===== config.mk =====
export PLATFORM = sky130hd
export DESIGN_NAME = chain_top
export DESIGN_NICKNAME = d
export VERILOG_FILES = /design/src/hw/chain_pkg.sv /design/src/hw/chain_top.sv /design/src/hw/chain_collector.sv /design/src/hw/chain_tile.sv /design/src/hw/chain_injector.sv
export SDC_FILE = /design/constraint.sdc
export NUM_CORES = 1
export LEC_CHECK = 0
export ABC_AREA = 1
export BUFFER_PORTS_ARGS = -buffer_cell sky130_fd_sc_hd__buf_2
export CAP_MARGIN = 25
export CORE_MARGIN = 2
export CORE_UTILIZATION = 35
export CTS_BUF_LIST = sky130_fd_sc_hd__clkbuf_4 sky130_fd_sc_hd__clkbuf_8
export CTS_CLUSTER_SIZE = 20
export DETAILED_ROUTE_END_ITERATION = 7
export PLACE_DENSITY = 0.51
export SETUP_SLACK_MARGIN = 0.05
export SYNTH_ARGS = -nofsm -noshare
export SYNTH_HDL_FRONTEND = slang
export SYNTH_SLANG_ARGS = --single-unit

===== constraint.sdc =====
create_clock -name clk_i -period 3.25 [get_ports clk_i]
set_input_delay 0.325 -clock clk_i [delete_from_list [all_inputs] [get_ports clk_i]]
set_output_delay 0.325 -clock clk_i [all_outputs]
set_load 0.05 [all_outputs]

===== src/hw/chain_pkg.sv =====
`default_nettype none

package chain_pkg;

   // register and data field width
   localparam int unsigned chain_data_width_c = 32;

   // tile index width, enough for addresses 0 to 7
   localparam int unsigned chain_x_width_c = 3;

   localparam int unsigned chain_tag_width_c = 4;   // sequence tag, wraps modulo 16

   typedef enum logic [1:0]
   {
      op_read  = 2'd0,
      op_write = 2'd1,
      op_add   = 2'd2
   } chain_op_e;

   // command as it arrives from outside the chain
   typedef struct packed
   {
      chain_op_e                     op;
      logic [chain_x_width_c-1:0]    dest;
      logic [chain_data_width_c-1:0] data;
   } chain_cmd_t;

   // one hop of the chain, a request until some tile claims it
   typedef struct packed
   {
      logic                          v;
      logic                          is_resp;
      chain_op_e                     op;
      logic [chain_x_width_c-1:0]    x;        // destination of a request, source of a response
      logic [chain_tag_width_c-1:0]  tag;
      logic [chain_data_width_c-1:0] data;
   } chain_link_t;

   typedef struct packed
   {
      logic [chain_tag_width_c-1:0]  tag;
      logic [chain_x_width_c-1:0]    src;
      logic                          err;      // no tile claimed the request
      logic [chain_data_width_c-1:0] data;
   } chain_resp_t;

endpackage : chain_pkg

`default_nettype wire

===== src/hw/chain_top.sv =====
`timescale 1ns/1ps
`default_nettype none

module chain_top
 #(parameter int unsigned num_tiles_p = 4
   )
  (input  logic                  clk_i
   , input  logic                rst_i

   , input  logic                cmd_v_i
   , input  chain_pkg::chain_cmd_t cmd_i

   , output logic                resp_v_o
   , output chain_pkg::chain_resp_t resp_o
   );

   import chain_pkg::*;

   // entry i feeds tile i, the last entry feeds the collector
   chain_link_t [num_tiles_p:0] link_stitch;

   chain_injector u_injector
     (.clk_i(clk_i)
      ,.rst_i(rst_i)
      ,.cmd_v_i(cmd_v_i)
      ,.cmd_i(cmd_i)
      ,.link_o(link_stitch[0])
      );

   for (genvar i = 0; i < num_tiles_p; i++)
   begin : g_tile
      chain_tile
       #(.tile_id_p(i)
         )
       u_tile
        (.clk_i(clk_i)
         ,.rst_i(rst_i)
         ,.link_i(link_stitch[i])
         ,.link_o(link_stitch[i+1])
         );
   end

   chain_collector
    #(.num_tiles_p(num_tiles_p)
      )
    u_collector
     (.clk_i(clk_i)
      ,.rst_i(rst_i)
      ,.link_i(link_stitch[num_tiles_p])
      ,.resp_v_o(resp_v_o)
      ,.resp_o(resp_o)
      );

endmodule : chain_top

`default_nettype wire


===== src/hw/chain_collector.sv =====
`timescale 1ns/1ps
`default_nettype none

module chain_collector
 #(parameter int unsigned num_tiles_p = 4
   )
  (input  logic                  clk_i
   , input  logic                rst_i

   , input  chain_pkg::chain_link_t link_i

   , output logic                resp_v_o
   , output chain_pkg::chain_resp_t resp_o
   );

   import chain_pkg::*;

   // every tile index has to fit in the x field of a link
   if ((num_tiles_p < 1) || (num_tiles_p > (1 << chain_x_width_c)))
   begin : g_param_check
      $error("chain_collector: num_tiles_p must lie within 1 to 8");
   end

   chain_resp_t resp_n;
   chain_resp_t resp_r;
   logic        resp_v_r;

   always_comb
   begin
      resp_n.tag = link_i.tag;
      resp_n.src = link_i.x;          // a request that got here still carries its destination
      if (link_i.is_resp)
      begin
         resp_n.err  = 1'b0;
         resp_n.data = link_i.data;
      end
      else
      begin
         resp_n.err  = 1'b1;          // destination lies past the last tile
         resp_n.data = '0;
      end
   end

   always_ff @(posedge clk_i)
   begin
      if (rst_i)
      begin
         resp_v_r <= 1'b0;
      end
      else
      begin
         resp_v_r <= link_i.v;
      end
   end

   // hold the last response between strobes
   always_ff @(posedge clk_i)
   begin
      if (link_i.v)
      begin
         resp_r <= resp_n;
      end
   end

   assign resp_v_o = resp_v_r;
   assign resp_o   = resp_r;

endmodule : chain_collector

`default_nettype wire


===== src/hw/chain_tile.sv =====
`timescale 1ns/1ps
`default_nettype none

module chain_tile
 #(parameter int unsigned tile_id_p = 0
   )
  (input  logic                  clk_i
   , input  logic                rst_i

   , input  chain_pkg::chain_link_t link_i
   , output chain_pkg::chain_link_t link_o
   );

   import chain_pkg::*;

   // own index at the width of the x field
   localparam logic [chain_x_width_c-1:0] my_x_lp = chain_x_width_c'(tile_id_p);

   logic [chain_data_width_c-1:0] cfg_r;
   logic [chain_data_width_c-1:0] cfg_n;
   logic [chain_data_width_c-1:0] ret_data;
   logic                          hit;
   chain_link_t                   link_n;
   chain_link_t                   link_r;

   // responses are never looked at again, only forwarded
   assign hit = link_i.v & ~link_i.is_resp & (link_i.x == my_x_lp);

   always_comb
   begin
      cfg_n    = cfg_r;
      ret_data = cfg_r;
      case (link_i.op)
         op_write:
         begin
            cfg_n    = link_i.data;
            ret_data = cfg_r;                 // old value goes back
         end
         op_add:
         begin
            cfg_n    = cfg_r + link_i.data;   // wraps modulo 2^32
            ret_data = cfg_n;
         end
         default:
         begin
            cfg_n    = cfg_r;
            ret_data = cfg_r;
         end
      endcase
   end

   always_comb
   begin
      link_n = link_i;
      if (hit)
      begin
         // the response takes over the slot of the request
         link_n.is_resp = 1'b1;
         link_n.x       = my_x_lp;
         link_n.data    = ret_data;
      end
   end

   always_ff @(posedge clk_i)
   begin
      if (rst_i)
      begin
         cfg_r <= '0;
      end
      else if (hit)
      begin
         cfg_r <= cfg_n;
      end
   end

   // hop register, one cycle per tile whether claimed or not
   always_ff @(posedge clk_i)
   begin
      link_r <= link_n;
      if (rst_i)
      begin
         link_r.v <= 1'b0;
      end
   end

   assign link_o = link_r;

endmodule : chain_tile

`default_nettype wire


===== src/hw/chain_injector.sv =====
`timescale 1ns/1ps
`default_nettype none

module chain_injector
  (input  logic                  clk_i
   , input  logic                rst_i

   , input  logic                cmd_v_i
   , input  chain_pkg::chain_cmd_t cmd_i

   , output chain_pkg::chain_link_t link_o
   );

   import chain_pkg::*;

   logic [chain_tag_width_c-1:0] tag_r;
   chain_link_t                  link_n;
   chain_link_t                  link_r;

   // one tag per accepted command, idle cycles leave it alone
   always_ff @(posedge clk_i)
   begin
      if (rst_i)
      begin
         tag_r <= '0;
      end
      else if (cmd_v_i)
      begin
         tag_r <= tag_r + 1'b1;
      end
   end

   always_comb
   begin
      link_n.v       = cmd_v_i;
      link_n.is_resp = 1'b0;         // every packet starts out as a request
      link_n.op      = cmd_i.op;
      link_n.x       = cmd_i.dest;
      link_n.tag     = tag_r;
      link_n.data    = cmd_i.data;
   end

   // launch register in front of tile 0
   always_ff @(posedge clk_i)
   begin
      link_r <= link_n;
      if (rst_i)
      begin
         link_r.v <= 1'b0;
      end
   end

   assign link_o = link_r;

endmodule : chain_injector

`default_nettype wire


==> out/summary.log <==
INFO  clock_network  cts_num_sinks=385
INFO  run_status     run_status=finished clean
INFO  synthesis      synth-async-reset-ratio=0%
INFO  route          postRouteAntennaNets=0
INFO  synthesis      synth_area_per_cell=6.455um^2
INFO  worst_setup_path cp.required=3740ps
INFO  route          via_total_after_detailed_routing=21740
INFO  sta            slew_violations=0
INFO  cells_and_area fin_nets=3766
INFO  synthesis      ys_top_cells_by_count=sky130_fd_sc_hd__nand2_1, sky130_fd_sc_hd__a21oi_1, sky130_fd_sc_hd__inv_1
INFO  route          route.final.wire_length=70.77mm
INFO  worst_setup_path path_max_fanout=5
INFO  sta            fin_hold_ws=292.6ps
INFO  floorplanning  dieWidth=257.6um
INFO  cells_and_area final.fill_count=6855
INFO  clock_network  clock_latency_on_the_worst_skew_pair=660ps
INFO  floorplanning  core_area=63310um^2
INFO  grt            grt_pass1_vias=20970
INFO  pwr            cellLeakagePower=13.26nW
INFO  sta            rsz0062_at_grt=no
INFO  grt            grt_util_all_layers=21.22%
INFO  sta            slew_at_the_pin_with_the_worst_max_slew_slack=976.7ps
INFO  worst_setup_path classification_of_the_worst_setup_path=reg -> reg
INFO  pwr            vdd_drop_max=282.2uV
INFO  clock_network  cts-resized-gates=0
INFO  place          postPlaceCellArea=23810um^2
INFO  job            max_cap_viol_count=0
INFO  clock_network  cts.root.buffer_cell=sky130_fd_sc_hd__clkbuf_8
INFO  synthesis      syn_area=22510um^2
INFO  clock_network  tritoncts=done
INFO  worst_setup_path arrival=3050ps
INFO  place          place.detailed.hpwl=52.85mm
INFO  floorplanning  floorplan.die_area=66350um^2
INFO  synthesis      postSynth.topFlopCell=sky130_fd_sc_hd__dfxtp_1
INFO  cells_and_area post-route-cell-area=25670um^2
INFO  place          gp_routability_congestion=0.9449
INFO  synthesis      yosysSeqAreaShare=36.02%
INFO  sta            max_freq=389.7MHz
INFO  synthesis      synth.net_count=3660
INFO  synthesis      post_synth_main_area_contributors=sky130_fd_sc_hd__dfxtp_1, sky130_fd_sc_hd__nand2_1, sky130_fd_sc_hd__a21oi_1
INFO  worst_setup_path worst_setup_path_end_kind=register
INFO  sta            clock_skew=31.17ps
INFO  floorplanning  fp-row-count=92
INFO  place          place.port_buffers=80
INFO  floorplanning  io_pins=81
INFO  grt            pin_count_of_the_biggest_net_entering_global_routing=74
INFO  sta            setup_tns=0ps
INFO  synthesis      post_synth_num_cell_types=32
INFO  worst_setup_path critical_path.startpoint_type=register
INFO  cells_and_area layout-drive-gt1-share=6.694%
INFO  clock_network  cts-buffers-inserted=70
INFO  grt            globalRoute.totalOverflow=0
INFO  cells_and_area syn2layout_area_growth=14.05%
INFO  hold_path      holdCritPathClass=in -> reg
INFO  floorplanning  fp.dieH=257.6um
INFO  route          route.detailed.vias_per_inst=4.838
INFO  floorplanning  initial_utilization=35.55%
INFO  sta            slew_headroom=34.88%
INFO  clock_network  cts_max_level=3
INFO  clock_network  cts_max_path_buffers=3
INFO  route          detailed_route_drc_error_count=0
INFO  synthesis      synth-seq-cells=385
INFO  grt            number_of_antenna_violations_at_the_first_check_in_global_routing=2
INFO  synthesis      yosysWarnings=0
INFO  clock_network  cts.clk_slew.worst_paths=60ps
INFO  synthesis      synthesis.instances=3487
INFO  pwr            power.density=430.5nW/um^2
INFO  synthesis      yosys.area.top_type=sky130_fd_sc_hd__dfxtp_1
INFO  sta            timing.final.hold_violations=0
INFO  synthesis      yosys.area.top_type_share=30.69%
INFO  route          drt_pre_antenna_iters=6
INFO  synthesis      dominant_cell_by_count_in_the_synthesized_netlist=sky130_fd_sc_hd__nand2_1
INFO  sta            period_share=78.95%
INFO  route          first_iter_violations=1332
INFO  sta            setup-violations-final=0
INFO  grt            wire_length_of_the_first_global_routing_pass=113.0mm
INFO  synthesis      synth-edff-count=40
INFO  sta            timing.final.crit_period=2566ps
INFO  route          wire_per_inst=15.75um
==> final cells by class <==
type	instances	area [um^2]	area share (%)
Sequential cell	385	8109	31.59
Tap cell	846	1059	4.124
Inverter	522	1962	7.643
Antenna cell	2	5.005	0.01950
Multi-Input combinational cell	2461	11980	46.67
Clock inverter	20	170.2	0.6629
Timing Repair Buffer	153	1099	4.280
Clock buffer	104	1287	5.016
==> report_power, final <==
| part | leakage [nW] | switching, W | total [W] | internal, W |
|---|---|---|---|---|
| logic | 9.27 | 0.000695 | 0.00105 | 0.000354 |
| registers | 3.22 | 0.000178 | 0.00516 | 0.00499 |
| clock network | 0.772 | 0.00213 | 0.00484 | 0.00271 |
| total | 13.3 | 0.00300 | 0.0111 | 0.00805 |
==> layout by cell type, fill, tap and decap left out, types with 29 or more instances in the layout <==
master	synthesis	layout
sky130_fd_sc_hd__a21oi_1	611	611
sky130_fd_sc_hd__buf_2	4	80
sky130_fd_sc_hd__buf_4	3	29
sky130_fd_sc_hd__clkbuf_8	0	81
sky130_fd_sc_hd__dfxtp_1	345	344
sky130_fd_sc_hd__dlygate4sd3_1	0	40
sky130_fd_sc_hd__edfxtp_1	40	40
sky130_fd_sc_hd__ha_1	129	129
sky130_fd_sc_hd__inv_1	516	515
sky130_fd_sc_hd__nand2_1	954	954
sky130_fd_sc_hd__nand3_1	183	183
sky130_fd_sc_hd__nor2_1	288	287
sky130_fd_sc_hd__o21ai_0	177	177
sky130_fd_sc_hd__o21ai_1	30	30
==> sequential cells by signal, indices dropped and copies added (netlist names) <==
register and count:
g_tile.u_tile.link_o 170, g_tile.u_tile.cfg_r 128, u_injector.link_o 42, u_collector.resp_o 40
u_injector.tag_r 4, u_collector.resp_v_o 1
==> what timing repair did <==
item,CTS,global route
hold buffers,40,0
endpoints found under the setup margin,0,0
hold endpoints to repair,46,0
buffers inserted,0,0
==> final timing paths <==
| kind | startpoint | end | slack, ps | cells past startpoint |
|---|---|---|---|---|
| max reg2reg | g_tile[1].u_tile.link_o[0]$_DFF_P_ | g_tile[2].u_tile.link_o[14]$_DFF_P_ | 680 | 9 |
| min reg2reg | g_tile[1].u_tile.link_o[33]$_DFF_P_ | g_tile[2].u_tile.link_o[33]$_DFF_P_ | 320 | 0 |
| min | cmd_i[11] | u_injector.link_o[11]$_DFF_P_ | 290 | 2 |
| max | g_tile[1].u_tile.link_o[0]$_DFF_P_ | g_tile[2].u_tile.link_o[14]$_DFF_P_ | 680 | 9 |
==> stage by stage <==
stage          instances  utilization, %  setup slack (ps)  total power (W)
2_1_floorplan       3487               -              1391         0.005898
3_3_place_gp        4327           37.60             690.4         0.006275
3_5_place_dp        4327           37.60             730.1         0.006275
4_1_cts             4491           40.54             701.1          0.01123
5_1_grt             4492           40.54             610.6          0.01159
6_report            4493           40.55             684.1          0.01105
==> per-layer routing <==
layer | vias up | track usage (%) | part of all wire (%)
li1 | 11440 | - | -
met1 | 9729 | 26.24 | 45
met2 | 453 | 37.73 | 49
met3 | 117 | 3.013 | 3.9
met4 | 0 | 7.065 | 2.8
met5 | - | 0 | 0
==> kinds of logic after synthesis <==
group	count (synthesis)	share of synthesized area [%]
xor+xnor	12	0.4669
fa+ha+maj	133	7.527
simple gates	1476	26.31
buf+inv	641	10.77
flops	385	36.02
compound gates	840	18.91
==> critical path, stage by stage (launching register included) <==
cell and delay, ps:
sky130_fd_sc_hd__dfxtp_1 320, sky130_fd_sc_hd__ha_1 240, sky130_fd_sc_hd__fa_1 470, sky130_fd_sc_hd__nand2_1 100, sky130_fd_sc_hd__nand3_1 120, sky130_fd_sc_hd__nand2_1 100, sky130_fd_sc_hd__nand2_1 200, sky130_fd_sc_hd__a21oi_1 170
sky130_fd_sc_hd__o21ai_0 140, sky130_fd_sc_hd__a21oi_1 520
(Power assumes the default switching activity.)
